## src/source/socPkg.sv

```systemverilog
package socPkg;

  ////////////////////////////////////////////////////////////////////////////
  // Widths with a meaning
  ////////////////////////////////////////////////////////////////////////////

  typedef logic [7:0]  dataT;    // Register, bus and GPIO word
  typedef logic [7:0]  addrT;    // APB address
  typedef logic [1:0]  regIdxT;  // One of four registers
  typedef logic [15:0] instrT;   // Raw instruction

  // Opcodes, two bits at the top of the instruction
  typedef enum logic [1:0] {
    OpLoadi = 2'd0,  // rd <= imm
    OpAdd   = 2'd1,  // rd <= rd + rs
    OpStore = 2'd2,  // mem[imm] <= rs
    OpLoad  = 2'd3   // rd <= mem[imm]
  } opT;

  // Raw instruction layout, MSB first
  typedef struct packed {
    opT     op;
    regIdxT rd;
    regIdxT rs;
    logic [1:0] spare;  // Reserved, ignored by decode
    dataT   imm;        // Immediate or bus address
  } instrFieldsT;

  // Decoded operation handed to execute
  typedef struct packed {
    opT     op;
    regIdxT rd;
    regIdxT rs;
    dataT   imm;
    logic   isBus;  // STORE or LOAD
  } decOpT;

  ////////////////////////////////////////////////////////////////////////////
  // APB and trace bundles
  ////////////////////////////////////////////////////////////////////////////

  typedef struct packed {
    logic psel;
    logic penable;
    logic pwrite;
    addrT paddr;
    dataT pwdata;
  } apbReqT;

  typedef struct packed {
    dataT prdata;
    logic pready;
    logic pslverr;
  } apbRspT;

  typedef struct packed {
    regIdxT regIdx;
    dataT   data;
    logic   err;   // Bus error on this instruction
  } retireT;

  // Address map
  localparam addrT RamBaseAddr = 8'h00;
  localparam addrT GpioOutAddr = 8'h10;
  localparam addrT GpioEnAddr  = 8'h11;
  localparam addrT GpioInAddr  = 8'h12;  // Read only

endpackage
```

## src/source/apbUncore.sv

```systemverilog
`timescale 1ns/1ps

module apbUncore #(
  parameter int RAM_DEPTH = 16  // Scratch RAM words, 16 at most
) (
  input  logic           clk,
  input  logic           rstN,
  input  socPkg::apbReqT apbReq,
  output socPkg::apbRspT apbRsp,
  input  socPkg::dataT   gpioIn,
  output socPkg::dataT   gpioOut,
  output socPkg::dataT   gpioEn
);

  socPkg::addrT   ramOffset;
  logic [3:0]     ramIdx;
  logic           ramSel, gpioSel, errSel;
  logic           ramWait;          // First access cycle done
  socPkg::dataT   ram [RAM_DEPTH];  // Contents not reset
  socPkg::apbRspT gpioRsp;

  ////////////////////////////////////////////////////////////////////////////
  // Address decode
  ////////////////////////////////////////////////////////////////////////////

  assign ramOffset = apbReq.paddr - socPkg::RamBaseAddr;
  assign ramIdx    = ramOffset[3:0];
  assign ramSel    = apbReq.psel && (ramOffset < RAM_DEPTH);
  assign gpioSel   = apbReq.psel && ((apbReq.paddr == socPkg::GpioOutAddr) ||
                                     (apbReq.paddr == socPkg::GpioEnAddr)  ||
                                     (apbReq.paddr == socPkg::GpioInAddr));
  assign errSel    = apbReq.psel && !ramSel && !gpioSel;  // Hole in the map

  // One wait state, toggles across the two access cycles
  always_ff @(posedge clk) begin
    if (!rstN) ramWait <= 1'b0;
    else if (ramSel && apbReq.penable) ramWait <= !ramWait;
  end

  always_ff @(posedge clk) begin
    if (ramSel && apbReq.penable && ramWait && apbReq.pwrite) begin
      ram[ramIdx] <= apbReq.pwdata;  // Write lands on the ready cycle
    end
  end

  gpioBlock i_gpioBlock (
    .clk, .rstN, .psel(gpioSel), .apbReq, .apbRsp(gpioRsp), .gpioIn, .gpioOut, .gpioEn
  );

  // Response mux
  always_comb begin
    apbRsp = '0;
    if (ramSel) begin
      apbRsp.prdata = ram[ramIdx];
      apbRsp.pready = ramWait;
    end else if (gpioSel) begin
      apbRsp = gpioRsp;
    end else if (errSel) begin
      apbRsp.pready  = apbReq.penable;
      apbRsp.pslverr = apbReq.penable;
    end
  end

  assert property (@(posedge clk) disable iff (!rstN) $onehot0({ramSel, gpioSel, errSel}));

endmodule

```

## src/source/execStage.sv

```systemverilog
`timescale 1ns/1ps

module execStage (
  input  logic           clk,
  input  logic           rstN,
  // From decode
  input  logic           dValid,
  input  socPkg::decOpT  dOp,
  output logic           xReady,
  // APB master
  output socPkg::apbReqT apbReq,
  input  socPkg::apbRspT apbRsp,
  // Retire trace
  output logic           retireValid,
  output socPkg::retireT retire
);

  typedef enum logic [1:0] {Idle, Setup, Access} stateT;

  stateT          state;
  socPkg::dataT   regs [4];    // Register file
  socPkg::decOpT  busOp;       // Operation owning the bus
  socPkg::dataT   aluResult;
  socPkg::retireT busRetire;

  // LOADI passes imm, ADD wraps at 8 bits
  assign aluResult = (dOp.op == socPkg::OpLoadi) ? dOp.imm : regs[dOp.rd] + regs[dOp.rs];

  // Register file is quiet during a transfer, so rs drives pwdata directly
  assign apbReq.psel    = (state != Idle);
  assign apbReq.penable = (state == Access);
  assign apbReq.pwrite  = (busOp.op == socPkg::OpStore);
  assign apbReq.paddr   = busOp.imm;
  assign apbReq.pwdata  = regs[busOp.rs];

  assign xReady = (state == Idle);  // No new work while the bus is open

  // Trace for a finishing bus operation
  always_comb begin
    busRetire.err = apbRsp.pslverr;
    if (busOp.op == socPkg::OpLoad) begin
      busRetire.regIdx = busOp.rd;
      busRetire.data   = apbRsp.pslverr ? regs[busOp.rd] : apbRsp.prdata;  // Old rd on error
    end else begin
      busRetire.regIdx = busOp.rs;
      busRetire.data   = regs[busOp.rs];  // Stored value
    end
  end

  ////////////////////////////////////////////////////////////////////////////
  // Control FSM, register writes and retire
  ////////////////////////////////////////////////////////////////////////////

  always_ff @(posedge clk) begin
    if (!rstN) begin
      state       <= Idle;
      retireValid <= 1'b0;
      for (int i = 0; i < 4; i++) begin
        regs[i] <= '0;
      end
    end else begin
      retireValid <= 1'b0;  // Single-cycle pulse
      case (state)
        Idle: begin
          if (dValid && dOp.isBus) begin
            busOp <= dOp;
            state <= Setup;
          end else if (dValid) begin
            regs[dOp.rd] <= aluResult;
            retireValid  <= 1'b1;
            retire       <= '{regIdx: dOp.rd, data: aluResult, err: 1'b0};
          end
        end
        Setup: state <= Access;  // Exactly one setup cycle
        Access: begin
          if (apbRsp.pready) begin
            state       <= Idle;
            retireValid <= 1'b1;
            retire      <= busRetire;
            if (busOp.op == socPkg::OpLoad && !apbRsp.pslverr) begin
              regs[busOp.rd] <= apbRsp.prdata;
            end
          end
        end
        default: state <= Idle;
      endcase
    end
  end

  // Address, direction and data hold from setup until the slave is ready
  assert property (@(posedge clk) disable iff (!rstN)
    (apbReq.psel && !(apbReq.penable && apbRsp.pready)) |=>
      (apbReq.psel && $stable({apbReq.paddr, apbReq.pwrite, apbReq.pwdata})));

endmodule

```

## src/source/gpioBlock.sv

```systemverilog
`timescale 1ns/1ps

module gpioBlock (
  input  logic           clk,
  input  logic           rstN,
  input  logic           psel,     // Select from the uncore decoder
  input  socPkg::apbReqT apbReq,
  output socPkg::apbRspT apbRsp,
  input  socPkg::dataT   gpioIn,
  output socPkg::dataT   gpioOut,
  output socPkg::dataT   gpioEn
);

  logic         access;    // Access phase aimed at us
  logic         wrInReg;   // Illegal write to the input register
  socPkg::dataT inSample;  // gpioIn seen last edge

  assign access  = psel && apbReq.penable;
  assign wrInReg = apbReq.pwrite && (apbReq.paddr == socPkg::GpioInAddr);

  always_ff @(posedge clk) begin
    if (!rstN) begin
      gpioOut <= '0;
      gpioEn  <= '0;
    end else if (access && apbReq.pwrite) begin
      if (apbReq.paddr == socPkg::GpioOutAddr) gpioOut <= apbReq.pwdata;
      if (apbReq.paddr == socPkg::GpioEnAddr)  gpioEn  <= apbReq.pwdata;
    end
  end

  always_ff @(posedge clk) begin
    inSample <= gpioIn;  // Sampled every cycle
  end

  // Zero wait states
  always_comb begin
    apbRsp.pready  = access;
    apbRsp.pslverr = access && wrInReg;
    case (apbReq.paddr)
      socPkg::GpioOutAddr: apbRsp.prdata = gpioOut;
      socPkg::GpioEnAddr:  apbRsp.prdata = gpioEn;
      socPkg::GpioInAddr:  apbRsp.prdata = inSample;
      default:             apbRsp.prdata = '0;
    endcase
  end

endmodule

```

## src/source/instrDecode.sv

```systemverilog
`timescale 1ns/1ps

module instrDecode (
  input  logic          clk,
  input  logic          rstN,
  // From fetch
  input  logic          fValid,
  input  socPkg::instrT fInstr,
  output logic          dReady,
  // Toward execute
  output logic          dValid,
  output socPkg::decOpT dOp,
  input  logic          xReady
);

  socPkg::instrFieldsT fields;  // Raw instruction viewed by field
  socPkg::decOpT       nextOp;
  logic                valid;

  assign fields = fInstr;

  // Crack the instruction
  always_comb begin
    nextOp.op    = fields.op;
    nextOp.rd    = fields.rd;
    nextOp.rs    = fields.rs;
    nextOp.imm   = fields.imm;
    nextOp.isBus = (fields.op == socPkg::OpStore) || (fields.op == socPkg::OpLoad);
  end

  assign dReady = !valid || xReady;  // Slot empty or being taken

  always_ff @(posedge clk) begin
    if (!rstN) begin
      valid <= 1'b0;
    end else if (dReady) begin
      valid <= fValid;
    end
  end

  always_ff @(posedge clk) begin
    if (dReady && fValid) dOp <= nextOp;  // Payload
  end

  assign dValid = valid;

  // Execute stalled: operation must hold
  assert property (@(posedge clk) disable iff (!rstN)
    (dValid && !xReady) |=> $stable(dOp));

endmodule

```

## src/source/instrFetch.sv

```systemverilog
`timescale 1ns/1ps

module instrFetch (
  input  logic          clk,
  input  logic          rstN,
  // Outside instruction port
  input  logic          instrValid,
  input  socPkg::instrT instr,
  output logic          instrReady,
  // Toward decode
  output logic          fValid,
  output socPkg::instrT fInstr,
  input  logic          dReady
);

  logic          full;       // Buffer holds an instruction
  logic          load;       // Handshake on the outside port
  socPkg::instrT bufInstr;

  // Room out of reset when empty or when decode drains us this cycle
  assign instrReady = rstN && (!full || dReady);
  assign load       = instrValid && instrReady;

  always_ff @(posedge clk) begin
    if (!rstN) begin
      full <= 1'b0;
    end else begin
      if (load) full <= 1'b1;           // Refill, even while draining
      else if (dReady) full <= 1'b0;    // Taken by decode
    end
  end

  always_ff @(posedge clk) begin
    if (load) bufInstr <= instr;  // Payload, no reset
  end

  assign fValid = full;
  assign fInstr = bufInstr;

  // Held entry must survive a stall untouched
  assert property (@(posedge clk) disable iff (!rstN)
    (full && !dReady) |=> (full && $stable(bufInstr)));

endmodule

```

## src/source/miniSoc.sv

```systemverilog
`timescale 1ns/1ps

module miniSoc #(
  parameter int RAM_DEPTH = 16
) (
  input  logic           clk,
  input  logic           rstN,         // External reset pin
  // Instruction port
  input  logic           instrValid,
  input  socPkg::instrT  instr,
  output logic           instrReady,
  // GPIO pins
  input  socPkg::dataT   gpioIn,
  output socPkg::dataT   gpioOut,
  output socPkg::dataT   gpioEn,
  // Retire trace
  output logic           retireValid,
  output socPkg::retireT retire
);

  logic           coreRstN;      // Synchronized reset
  logic           fValid, dReady;
  socPkg::instrT  fInstr;
  logic           dValid, xReady;
  socPkg::decOpT  dOp;
  socPkg::apbReqT apbReq;
  socPkg::apbRspT apbRsp;

  resetSync i_resetSync (.clk, .rstN, .syncRstN(coreRstN));

  ////////////////////////////////////////////////////////////////////////////
  // Core pipeline
  ////////////////////////////////////////////////////////////////////////////

  instrFetch i_instrFetch (
    .clk, .rstN(coreRstN), .instrValid, .instr, .instrReady, .fValid, .fInstr, .dReady
  );

  instrDecode i_instrDecode (
    .clk, .rstN(coreRstN), .fValid, .fInstr, .dReady, .dValid, .dOp, .xReady
  );

  execStage i_execStage (
    .clk, .rstN(coreRstN), .dValid, .dOp, .xReady, .apbReq, .apbRsp, .retireValid, .retire
  );

  // Memory and peripherals
  apbUncore #(.RAM_DEPTH(RAM_DEPTH)) i_apbUncore (
    .clk, .rstN(coreRstN), .apbReq, .apbRsp, .gpioIn, .gpioOut, .gpioEn
  );

endmodule

```

## src/source/resetSync.sv

```systemverilog
`timescale 1ns/1ps

module resetSync (
  input  logic clk,
  input  logic rstN,      // Raw external reset
  output logic syncRstN   // Clean internal reset
);

  logic [1:0] syncChain;  // Shifts in ones once rstN is high

  // Assert at once, release two edges later
  always_ff @(posedge clk) begin
    if (!rstN) begin
      syncChain <= 2'b00;
    end else begin
      syncChain <= {syncChain[0], 1'b1};
    end
  end

  assign syncRstN = syncChain[1];

endmodule

```

## config.mk

```make
export PLATFORM = sky130hd
export DESIGN_NAME = miniSoc
export DESIGN_NICKNAME = d
export VERILOG_FILES = /design/src/source/socPkg.sv /design/src/source/apbUncore.sv /design/src/source/execStage.sv /design/src/source/gpioBlock.sv /design/src/source/instrDecode.sv /design/src/source/instrFetch.sv /design/src/source/miniSoc.sv /design/src/source/resetSync.sv
export SDC_FILE = /design/constraint.sdc
export NUM_CORES = 1
export LEC_CHECK = 0
export ABC_AREA = 1
export ABC_CLOCK_PERIOD_IN_PS = 2660
export BUFFER_PORTS_ARGS = -buffer_cell sky130_fd_sc_hd__buf_2
export CELL_PAD_IN_SITES_DETAIL_PLACEMENT = 1
export CELL_PAD_IN_SITES_GLOBAL_PLACEMENT = 2
export CORE_AREA = 2 2 187 189
export CTS_CLUSTER_SIZE = 28
export DETAILED_ROUTE_END_ITERATION = 6
export DIE_AREA = 0 0 189 191
export MAX_ROUTING_LAYER = met4
export PLACE_DENSITY_LB_ADDON = 0.1
export SYNTH_ARGS = -nofsm -noshare
export SYNTH_HDL_FRONTEND = slang
export SYNTH_SLANG_ARGS = --single-unit
```

## constraint.sdc

```tcl
create_clock -name clk -period 2.66 [get_ports clk]
set_input_delay 0.133 -clock clk [delete_from_list [all_inputs] [get_ports clk]]
set_output_delay 0.133 -clock clk [all_outputs]
set_load 0.02 [all_outputs]
```

# Yosys cells after proc, flatten, opt, wreduce, memory -nomap -nowiden
# Memory sizes are Yosys's and may differ from the RTL's. A register that Yosys moved wholly into a read port is not among the register bits.
# Index checks and enable logic that the tools add are counted.
# classes
reduce_logical	39
n_mul	0
addsub	1
bitwise_logic	0
n_mux	45
n_shift	0
order_cmp	1
div_mod_pow	0
n_eq_ne	13
# op_table
cell	n
8-bit 2-to-1 mux	5
11-bit 2-to-1 mux	3
8-bit by 5-bit equality test with 1-bit output (second input constant)	3
8-bit case mux with 3 select lines	1
11-bit case mux with 2 select lines	1
1-bit 2-to-1 mux	20
2-bit 2-to-1 mux	10
1-bit logical AND	16
8-bit OR reduction	2
2-bit equality test (second input constant)	5
10-bit 2-to-1 mux	1
9-bit 2-to-1 mux	1
8-bit adder	1
8-bit by 5-bit less-than comparator with 1-bit output (second input constant)	1
1-bit zero test	6
2-bit inequality test (second input constant)	3
2-bit case mux with 3 select lines	1
2-bit AND reduction	3
2-bit nonzero test	3
1-bit logical OR	5
5-bit AND reduction	1
2-bit zero test	2
4-bit 2-to-1 mux	1
3-bit AND reduction	1
3 further kinds	3
# totals
register_bits	88
input_bits	27
ramBits	160
out_inout_bits	29
memories	2
latchBits	0
romBits	0
wordCells	124
# mem_list
name	words	word_bits	read_ports	rd_ports_with_merged_regs	write_ports	line_no	rtl
i_apbUncore.ram	16	8	1	1	1	apbUncore.sv:19	socPkg::dataT ram [RAM_DEPTH];
i_execStage.regs	4	8	4	4	4	execStage.sv:21	socPkg::dataT regs [4];

# Logic depth before layout (Yosys ltp)
# Gate-level depths: netlist of the first run.
# logic_depth
depth_word	18
mapped_depth	16
mapped_depth_nobuf	14

# Modules after synthesis
# Synthesis of the first run repeated with hierarchy kept, for this count alone.
# hier_totals
cells_unflattened	1313
area_unflattened_um2	12026.5
# by_module_without_submodules
module	area_each_um2	seq_area_each_um2	instances	cells_each
apbUncore	5639.2	3863.7	1	570
execStage	4081.4	1851.8	1	513
gpioBlock	1213.7	480.5	1	178
instrFetch	539.3	500.5	1	25
instrDecode	505.5	470.5	1	23
resetSync	47.5	40.0	1	4

# Least setup slack after synthesis of the first run
# OpenSTA, ideal clock, no wires.
# synth_path
path_type	register -> register
startpoint	reg with a tool-made name
endpoint	mem i_execStage.regs[0][6] in the netlist's numbering (data pin)
n_path_buf	2
required_ns	2.395
arrival_ns	2.260
synth_period_minus_slack_ns	2.524
path_slack_ns	0.136
path_stages_with_launch	15
setup_time_ns	0.265
path_cell_list	dfxtp_1 -> clkbuf_1 -> inv_1 -> clkbuf_1 -> nor2_1 -> o22ai_1 -> ha_1 -> inv_1 -> fa_1 -> inv_1 -> nand4_1 -> nand4_1 -> nand3_1 -> nand3_1 -> a21oi_1
# synth_rtl
element	line_no
end: declaration	execStage.sv:21

==> impl_metrics.toml, run 1 <==
[status]
status = "completed"

[global_route]
grt_pass1_wl_um = 58490
antenna_found_initial = 0
grt_use_total_pct = 22.18
grt_max_degree = 36
grt_overflow_total = 0
first_global_vias = 9753

[worst_setup_path]
required_ns = 2.96
critPathMaxStageDelay_ns = 0.41
cp-start-kind = "flip-flop"
path_delay_family = "adder cells"
path_cells = "inv_1 -> buf_6 -> o21ai_0 -> o22ai_1 -> ha_2 -> inv_1 -> fa_2 -> inv_2 -> nand4_1 -> nand4_1 -> nand3_2 -> a21oi_2 -> a21oi_1"
worst-path-max-fanout = 15
cp_num_buf_inv = 4
crit_type = "reg -> reg"
endpoint_kind = "flip-flop"
cp.arrival_ns = 2.85
crit_slowest_cell = "fa_2"

[sta]
hold_violations = 0
fmax_mhz = 392.5
post-route-period-util_pct = 95.77
worstMarginPinSlew_ns = 0.6379
worst_hold_slack_ns = 0.2167
clock_skew_ns = 0.01657
relSlewSlack_pct = 57.42
setup_viol = 0
min_period_ns = 2.547
maxSlewViolCount = 0

[synthesis]
synth_nets = 1327
syn-cell-area_mm2 = 0.01184
synth_edf_count = 214
synth-seq-area-share_pct = 61.71
yosysWarnings = 0
yosysTopAreaCellShare_pct = 54.27
postSynthCellCount = 1292
yosysTopAreaCell = "edfxtp_1"
avgSynthCellArea_um2 = 9.165
synth_ff_type = "edfxtp_1"
synth_seq_cells = 258
yosys-top-cells-area = "edfxtp_1 (54%), nand2_1 (11%), dfxtp_1 (7.4%), nand3_1 (5.8%), inv_1 (5.3%)"
synth.distinct_cells = 33
async_flop_share_pct = 0

[final_layout]
final_cells = 1909
utilization_pct = 42.17
drive_above_1_share_pct = 14.86
area_growth_pct = 21.50
diodes = 0
design_area_mm2 = 0.01439
nNetsFinal = 1465
fillers = 3920

[placed_design]
place_area_mm2 = 0.01307
dp.cells = 1827
place_hpwl_um = 26820
gp_congestion = 0.8322
portBuffers = 53

[clock_tree]
clk_pin_slew_ns = 0.06
cts_sinks = 258
cts_buffer_depth = 3
clockRootBuffer = "clkbuf_16"
cts_tree = "built"
cts_buffers = 30
cts_max_level = 1
insertion_delay_ns = 0.56

[floorplanning]
dieArea_mm2 = 0.03610
ios = 56
initial_core_util_pct = 34.71
row_count = 68
coreArea_mm2 = 0.03412
die_y_um = 191
die_x_um = 189

[detailed_routing]
first_pass_iters = 6
wl_um = 38150
drt_first_iter_violations = 410
antenna_left = 0
drc_errors = 0
via_count = 9350
routed_via_density = 4.898
wire_per_inst_um = 19.98

[job]
maxCapViolations = 0

[power]
p_per_area_mw_per_mm2 = 626.3
peakVddDrop_mv = 0.4578
power.total_mw = 9.011
p_leak_nw = 6.040

[hold_path]
hold_path.class = "in -> reg"
[cell type report]
class,count,area [um^2],share of cell area (%)
flip-flops and latches,258,7311,50.81
inverters,172,645.6,4.487
clock buffers,41,832.0,5.783
clock inverters,15,172.7,1.200
repair buffers,157,1117,7.766
well taps,455,569.3,3.957
multi-input cells,811,3740,25.99
[final timing paths]
path	to	cells past startpoint	slack (ns)	from
worst min register to register	i_instrDecode.dOp[3]	0	0.42	i_instrFetch.fInstr[2]
worst max register to register	i_execStage.retire[7]	13	0.11	flip-flop
worst max-delay path	i_execStage.retire[7]	13	0.11	flip-flop
worst min-delay path	i_apbUncore.i_gpioBlock.inSample[7]	2	0.22	gpioIn[7]
[logic make-up after synthesis]
family / after synthesis / synth area share, %
simple gates: 611 / 21.47
flops: 258 / 61.71
buf+inv: 223 / 7.164
compound gates: 191 / 8.654
fa+ha+maj: 8 / 0.9087
mux: 1 / 0.09509
[Yosys cell counts (4+ instances only)]
cell type,instances
dfxtp_1,44
edfxtp_1,214
o22ai_1,13
or2_2,4
nand3_1,138
ha_1,7
a32o_1,4
o21ai_0,90
inv_2,4
inv_1,167
buf_2,6
nor2_1,106
nand2_1,348
a31oi_1,4
a32oi_1,6
clkbuf_1,42
a21oi_1,71
[report_power, final]
part,leakage [nW],internal (mW),switching (mW)
clock network,0.490,2.48,1.66
registers,2.37,4.40,0.0462
logic,3.18,0.163,0.259
total,6.04,7.05,1.96
[metal layers]
layer  vias up  wire length, um  global-route usage [%]
li1       4580                -                       -
met1      4557            16320                   26.68
met2       143            19080                   37.98
met3        70              967                   2.221
met4         0             1777                   9.645
met5         -                0                       -
[registers in the layout (all words and copies together) (netlist names), 6 cells and up, named ones only]
signal                            count
i_instrDecode.dOp                    15
i_apbUncore.i_gpioBlock.inSample      8
i_instrFetch.fInstr                  14
i_apbUncore.i_gpioBlock.gpioOut       8
i_execStage.regs                     32
i_apbUncore.i_gpioBlock.gpioEn        8
i_execStage.retire                   11
i_apbUncore.ram                     128
i_execStage.busOp                     6
i_execStage.apbReq                    8
[cell usage in the layout, fill, tap and decap left out, drive strengths merged, types with 2 or more instances in the layout]
master	n
nand2	350
edfxtp	214
inv	171
nand3	138
buf	133
nor2	109
o21ai	91
a21oi	71
dfxtp	44
clkbuf	41
dlygate4sd3	24
o22ai	13
clkinv	11
ha	7
a32oi	6
a32o	4
or2	4
a31oi	4
nor4	4
nand4	3
bufinv	3
clkinvlp	2
nor3	2
[per-stage QoR]
step	setup TNS (ns)	worst slack (ns)
floorplan	0	0.1356
global placement	0	0.06514
detailed placement	-0.005018	-0.005018
CTS	0	0.006808
global route	-0.05760	-0.05760
finish	0	0.1125
[timing repair]
action / CTS / global route
hold buffers: 24 / 0
gates resized for setup: 0 / 20
endpoints found under the setup margin: 0 / 28
hold endpoints to repair: 25 / 0
buffers inserted: 0 / 2
Power figures use the tool's default switching activity.
==> run 2, diff against run 1 <==
--- a/config.mk
+++ b/config.mk
@@ -5,15 +5,15 @@
 export SDC_FILE = /design/constraint.sdc
 export NUM_CORES = 1
 export LEC_CHECK = 0
-export ABC_AREA = 1
+export ABC_AREA = 0
 export ABC_CLOCK_PERIOD_IN_PS = 2660
 export BUFFER_PORTS_ARGS = -buffer_cell sky130_fd_sc_hd__buf_2
 export CELL_PAD_IN_SITES_DETAIL_PLACEMENT = 1
 export CELL_PAD_IN_SITES_GLOBAL_PLACEMENT = 2
-export CORE_AREA = 2 2 187 189
+export CORE_AREA = 2 2 171 173
 export CTS_CLUSTER_SIZE = 28
 export DETAILED_ROUTE_END_ITERATION = 6
-export DIE_AREA = 0 0 189 191
+export DIE_AREA = 0 0 173 175
 export MAX_ROUTING_LAYER = met4
 export PLACE_DENSITY_LB_ADDON = 0.1
 export SYNTH_ARGS = -nofsm -noshare
==> run 2 against run 1 <==
Compared with the run above:
- the flow now finishes with violations (negative setup slack)
- clock power decreased by 8.9%
- sequential power about the same
- design area decreased by 2.7%
- sequential cell count unchanged
- global-route usage decreased by 0.42 points
- clock-buffer cell count decreased by 4
- synthesized area decreased by 4.8%
- non-clock buffer count increased by 21
- final cell count decreased by 31%
- sequential share of layout area increased by 1.5 points
- register-to-register slack got worse by 0.23 ns
- largest cell class unchanged
==> impl_metrics.toml, run 2 <==
[synthesis]
yosysTopAreaCell = "edfxtp_1"
synth-seq-area-share_pct = 64.81
synth_common_cells = "edfxtp_1 (214), nor2_1 (63), mux4_2 (52)"
avgSynthCellArea_um2 = 15.36
yosysTopAreaCellShare_pct = 57.00
synth_ff_type = "edfxtp_1"
syn-cell-area_mm2 = 0.01127
yosys-top-cells-area = "edfxtp_1 (57%), mux4_2 (10%), dfxtp_1 (7.8%), mux2i_1 (4.2%), nor2_1 (2.1%)"
synth_nets = 769
synth.distinct_cells = 66
synth_edf_count = 214
yosysWarnings = 0
postSynthCellCount = 734
synthMostInstantiatedCell = "edfxtp_1"
synth_seq_cells = 258
async_flop_share_pct = 0

[final_layout]
design_area_mm2 = 0.01399
final_common_cell = "edfxtp_1"
diodes = 0
top_register = "i_apbUncore.ram"
largest_register_ffs = 128
reg_top3 = "i_apbUncore.ram (128), i_execStage.regs (32), i_instrDecode.dOp (15)"
final_cell_mix = "edfxtp_1 (214), buf_4 (89), nor2_1 (61)"
final_cells = 1309
nNetsFinal = 939
drive_above_1_share_pct = 31.14
area_growth_pct = 24.13

[global_route]
grt_use_total_pct = 21.76
grt_overflow_total = 0
grt_pass1_wl_um = 47950
first_global_vias = 7697
grt_max_degree = 28
antenna_found_initial = 0

[worst_setup_path]
crit_slowest_cell = "mux4_2"
critPathMaxStageDelay_ns = 0.54
cp-start-kind = "flip-flop"
cp.arrival_ns = 3.07
cp_common_cell = "o211ai_1"
reg2reg_to = "i_execStage.regs[0][7]"
path_cells = "mux4_2 -> ha_4 -> buf_6 -> o211ai_1 -> o211ai_1 -> o21ai_1 -> xnor2_1 -> a311oi_2 -> buf_4 -> nor2_1"
reg2reg_slack_ns = -0.12
ff2ff_path_depth = 10
worst-path-max-fanout = 4
r2r_start = "i_execStage.regs[3][2]"
endpoint_kind = "flip-flop"
crit_type = "reg -> reg"
required_ns = 2.95

[power]
p_int_mw = 6.843
netSwitchingFraction_pct = 20.86
power.switching_mw = 1.803
combPwrFrac_pct = 4.9
peakVddDrop_mv = 0.4360
power.share.sequential_pct = 51.5
p_per_area_mw_per_mm2 = 617.8
p_leak_nw = 5.197
pwr-share-clk_pct = 43.6

[status]
violations = "negative setup slack"
status = "complete, but fails checks"

[sta]
relSlewSlack_pct = 43.13
fmax_mhz = 360.1
clock_skew_ns = 0.01785
worstMarginPinSlew_ns = 0.8498
hold_violations = 0
fin_ws_ns = -0.1168
maxSlewViolCount = 0
rsz0062_at_grt = "yes"
post-route-period-util_pct = 104.4
setup_viol = 14
min_period_ns = 2.777

[floorplanning]
row_count = 62
ios = 56
initial_core_util_pct = 39.71
die_x_um = 173
dieArea_mm2 = 0.03028
coreArea_mm2 = 0.02839
die_y_um = 175

[placed_design]
portBuffers = 53
gp_congestion = 0.8425
place_hpwl_um = 22980
place_ws_ns = -0.4248
dp.cells = 1228
place_area_mm2 = 0.01264

[clock_tree]
clockRootBuffer = "clkbuf_16"
clk_pin_slew_ns = 0.06
cts_tree = "built"
cts_buffers = 28
insertion_delay_ns = 0.55
cts_buffer_depth = 3
cts_max_level = 1
cts_sinks = 258

[hold_path]
hold_path.class = "in -> reg"
holdPathEnd = "i_apbUncore.i_gpioBlock.inSample[5]"
min_path_cells = 2
hp-start = "gpioIn[5]"

[detailed_routing]
drt_first_iter_violations = 438
drc_errors = 0
wl_um = 31540
via_count = 6965
antenna_left = 0
wire_per_inst_um = 24.09
routed_via_density = 5.321
first_pass_iters = 4

[job]
maxCapViolations = 0
==> run 2: changes by cell type in the layout (fill, tap and decap cells not counted), moves of 12 or more <==
cell | before | now
a21oi_1 | 69 | 13
buf_4 | 77 | 89
inv_1 | 164 | 14
mux2i_1 | 0 | 47
mux4_2 | 0 | 56
nand2_1 | 348 | 51
nand3_1 | 134 | 6
nor2_1 | 106 | 61
nor2b_1 | 0 | 25
o21ai_0 | 88 | 8
==> run 2: through the flow <==
step           total power, mW  utilization [%]  setup TNS [ns]  hold slack [ns]
2_1_floorplan            4.720                -               0           0.1607
3_3_place_gp             4.878            44.51          -2.620           0.2366
3_5_place_dp             4.894            44.51          -4.817           0.2397
4_1_cts                  8.705            49.04         -0.6966           0.1970
5_1_grt                  8.921            49.29          -3.216           0.2034
6_report                 8.646            49.29         -0.8664           0.2191
==> run 2: power by group through the flow <==
stage                     Combinational [mW]  Clock, mW  Sequential [mW]
after detailed placement               0.355          0             4.54
after global routing                   0.459       4.01             4.45
after floorplan                        0.204          0             4.52
after global placement                 0.343          0             4.54
final                                  0.425       3.77             4.45
after CTS                              0.412       3.84             4.45
==> run 2: worst max-delay path: cells and delay by family (launching register included) <==
kind	cells	cell delay [ns]
buffers and inverters	2	0.28
XOR/XNOR	1	0.19
flip-flops	1	0.44
multiplexers	1	0.54
AND/OR/NAND/NOR	1	0.04
AO/OA/AOI/OAI	4	0.73
adder cells (fa/ha/maj)	1	0.31
==> run 2: cell families (layout without fill, tap and decap cells) <==
family          after synthesis  in the layout  synth area share [%]
compound gates               96             96                 6.337
xor+xnor                      5              5                0.3885
fa+ha+maj                     8              8                0.9544
buf+inv                      55            246                 2.153
flops                       258            258                 64.81
mux                         112            112                 16.79
simple gates                200            200                 8.567
==> run 2: how the worst max path moves through the flow <==
stage          slack, ns  depth (start not counted)              startpoint                endpoint
6_report           -0.12                         10  i_execStage.regs[3][2]  i_execStage.regs[0][7]
5_1_grt            -0.23                         10               flip-flop  i_execStage.regs[2][7]
4_1_cts            -0.09                          8  i_execStage.regs[3][2]  i_execStage.regs[1][6]
3_5_place_dp       -0.42                         10               flip-flop  i_execStage.regs[2][7]
3_3_place_gp       -0.27                         10               flip-flop  i_execStage.regs[2][7]
2_1_floorplan       0.02                         11               flip-flop  i_execStage.regs[2][6]
==> run 2: timing repair <==
item                                    in CTS  in global routing
endpoints found under the setup margin      25                 30
resized for setup                           28                 16
hold buffers                                24                  0
setup buffers                                5                  4
hold endpoints to repair                    25                  0
pin swaps                                   21                 17
==> run 2: metal layers <==
metal / track usage [%] / vias up / part of all wire, %
li1: - / 3206 / -
met1: 26.67 / 3569 / 42
met2: 37.70 / 132 / 51
met3: 2.633 / 58 / 3.8
met4: 7.027 / 0 / 3.5
met5: - / - / 0
==> run 2: area by class of cell <==
cell class	instances	area [um^2]
multi-input combinational	421	3872
sequential	258	7315
inverter	17	63.81
timing repair buffer	178	1365
tap	384	480.5
clock buffer	37	764.5
clock inverter	14	133.9
fill	2812	14400
==> run 3, diff against run 2 <==
--- a/config.mk
+++ b/config.mk
@@ -10,10 +10,10 @@
 export BUFFER_PORTS_ARGS = -buffer_cell sky130_fd_sc_hd__buf_2
 export CELL_PAD_IN_SITES_DETAIL_PLACEMENT = 1
 export CELL_PAD_IN_SITES_GLOBAL_PLACEMENT = 2
-export CORE_AREA = 2 2 171 173
+export CORE_AREA = 2 2 180 165
 export CTS_CLUSTER_SIZE = 28
 export DETAILED_ROUTE_END_ITERATION = 6
-export DIE_AREA = 0 0 173 175
+export DIE_AREA = 0 0 182 167
 export MAX_ROUTING_LAYER = met4
 export PLACE_DENSITY_LB_ADDON = 0.1
 export SYNTH_ARGS = -nofsm -noshare
==> run 3 against run 2 <==
Compared with the run above:
- the flow still finishes with violations (negative setup slack)
- combinational power up 10%
- non-clock buffer count up 25
- final cell count up 0.53%
- global-route usage up 0.98 points
- worst setup slack worse by 0.043 ns
- first-iteration DRC count up 25%
- sequential share of layout area down 1.0 points
- clock-buffer cell count down 1
- worst hold slack worse by 0.0058 ns
- critical path depth up 3
- critical path type unchanged
==> impl_metrics.toml, run 3 (synthesis gave the netlist of run 2 again) <==
[worst_setup_path]
worst-path-max-fanout = 3
setup.worst_path.end = "i_execStage.retire[5]"
reg2reg_slack_ns = -0.16
critPathMaxStageDelay_ns = 0.54
cp-start-kind = "flip-flop"
crit_slowest_cell = "mux4_2"
cp_num_buf_inv = 4
ff2ff_path_depth = 13
crit_type = "reg -> reg"
path_delay_family = "compound AO/OA/AOI/OAI gates"
cp.depth = 13
cp.arrival_ns = 3.19
path_cells = "buf_6 -> mux4_2 -> ha_4 -> inv_2 -> fa_2 -> nor2b_2 -> o21a_1 -> buf_6 -> o21a_1 -> o31ai_2 -> buf_4 -> nand2_4 -> a21oi_4"
endpoint_kind = "flip-flop"
reg2reg_to = "i_execStage.retire[5]"
required_ns = 3.03

[clock_tree]
cts_tree = "built"
cts_max_level = 1
cts_sinks = 258
insertion_delay_ns = 0.55
clockRootBuffer = "clkbuf_16"
cts_buffers = 28
cts_buffer_depth = 3
clk_pin_slew_ns = 0.06

[final_layout]
diodes = 0
drive_above_1_share_pct = 34.42
reg_top3 = "i_apbUncore.ram (128), i_execStage.regs (32), i_instrDecode.dOp (15)"
design_area_mm2 = 0.01427
nNetsFinal = 964
largest_register_ffs = 128
final_common_cell = "edfxtp_1"
final_cell_mix = "edfxtp_1 (214), buf_4 (115), nor2_1 (59)"
fillers = 2846
top_register = "i_apbUncore.ram"
area_growth_pct = 26.58

[floorplanning]
initial_core_util_pct = 39.57
ios = 56
row_count = 59
die_x_um = 182
dieArea_mm2 = 0.03039
coreArea_mm2 = 0.02849
die_y_um = 167

[sta]
rsz0062_at_grt = "yes"
fin_ws_ns = -0.1601
post-route-period-util_pct = 106.0
relSlewSlack_pct = 49.65
fmax_mhz = 354.6
setup_viol = 20
hold_violations = 0
maxSlewViolCount = 0
min_period_ns = 2.820
clock_skew_ns = 0.02267
worstMarginPinSlew_ns = 0.7473
fin_tns_setup_ns = -1.667

[hold_path]
hold_path.class = "in -> reg"
hp-start = "gpioIn[6]"

[detailed_routing]
routed_via_density = 5.606
wire_per_inst_um = 25.47
antenna_left = 0
wl_um = 33520
drc_errors = 0
via_count = 7378
first_pass_iters = 4
drt_first_iter_violations = 549

[placed_design]
place_hpwl_um = 24110
place_area_mm2 = 0.01276
gp_congestion = 0.8592
portBuffers = 53

[power]
p_leak_nw = 5.366
peakVddDrop_mv = 0.4859
p_per_area_mw_per_mm2 = 626.5
power.total_mw = 8.941

[job]
maxCapViolations = 0

[global_route]
grt_max_degree = 26
first_global_vias = 7760
grt_use_total_pct = 22.74
antenna_found_initial = 2
grt_overflow_total = 0
grt_pass1_wl_um = 49580

[status]
violations = "negative setup slack"
status = "complete, but fails checks"
==> run 3: cell count changes in the layout (fill, tap and decap cells not counted), sizes merged <==
cell / change
buf: +25
clkinv: -4
clkinvlp: +4
bufinv: +2
clkbuf: -1
inv: -1
==> run 3: final cells by class <==
class,instances,area (um^2),area share [%]
flip-flops and latches,258,7311,51.23
clock inverters,15,203.9,1.429
multi-input cells,421,3916,27.44
clock buffers,36,760.7,5.331
well taps,366,457.9,3.209
inverters,17,63.81,0.4471
repair buffers,203,1558,10.92
==> run 3: worst min path at each step <==
stage	to	slack (ns)	cells after the start
after floorplan	i_apbUncore.i_gpioBlock.inSample[0]	0.16	0
after global placement	i_apbUncore.i_gpioBlock.inSample[6]	0.24	1
after detailed placement	i_apbUncore.i_gpioBlock.inSample[4]	0.24	1
after CTS	i_apbUncore.i_gpioBlock.inSample[4]	0.19	2
after global routing	i_apbUncore.i_gpioBlock.inSample[2]	0.21	2
final	i_apbUncore.i_gpioBlock.inSample[6]	0.21	2
==> run 3: power by group <==
| group | total, mW | leakage [nW] | internal (mW) | switching, mW |
|---|---|---|---|---|
| registers | 4.45 | 2.39 | 4.41 | 0.0366 |
| logic | 0.468 | 2.52 | 0.241 | 0.227 |
| clock network | 4.02 | 0.457 | 2.41 | 1.61 |
==> run 3: timing repair <==
action                     in CTS  in global routing
hold endpoints to repair       25                  0
gates resized for setup        24                 26
setup endpoints to repair      28                 33
setup buffers                   6                  8
hold buffers                   24                  0
pin swaps                      22                 12
==> run 3: metal layers <==
metal	GRT usage, %	wire length [um]	vias up
li1	-	-	3256
met1	32.23	15620	3837
met2	35.10	15330	239
met3	3.805	2005	46
met4	4.102	566	0
met5	-	0	-
==> run 3: worst reg2reg max path, delay by kind of cell (launching register included) <==
kind            cells  cell delay (ns)
fa+ha+maj           2             0.39
flops               1             0.34
compound gates      4             0.80
buf+inv             4             0.49
mux                 1             0.54
simple gates        2             0.11
==> run 3: metrics by stage <==
step                hold WS (ns)  utilization (%)  setup slack, ns  std cells
floorplan                 0.1607                -          0.01694        734
global placement          0.2363            44.79          -0.2174       1228
detailed placement        0.2374            44.79          -0.2904       1228
CTS                       0.1921            49.55          -0.1690       1309
global route              0.2136            50.08          -0.2314       1316
finish                    0.2133            50.08          -0.1601       1316
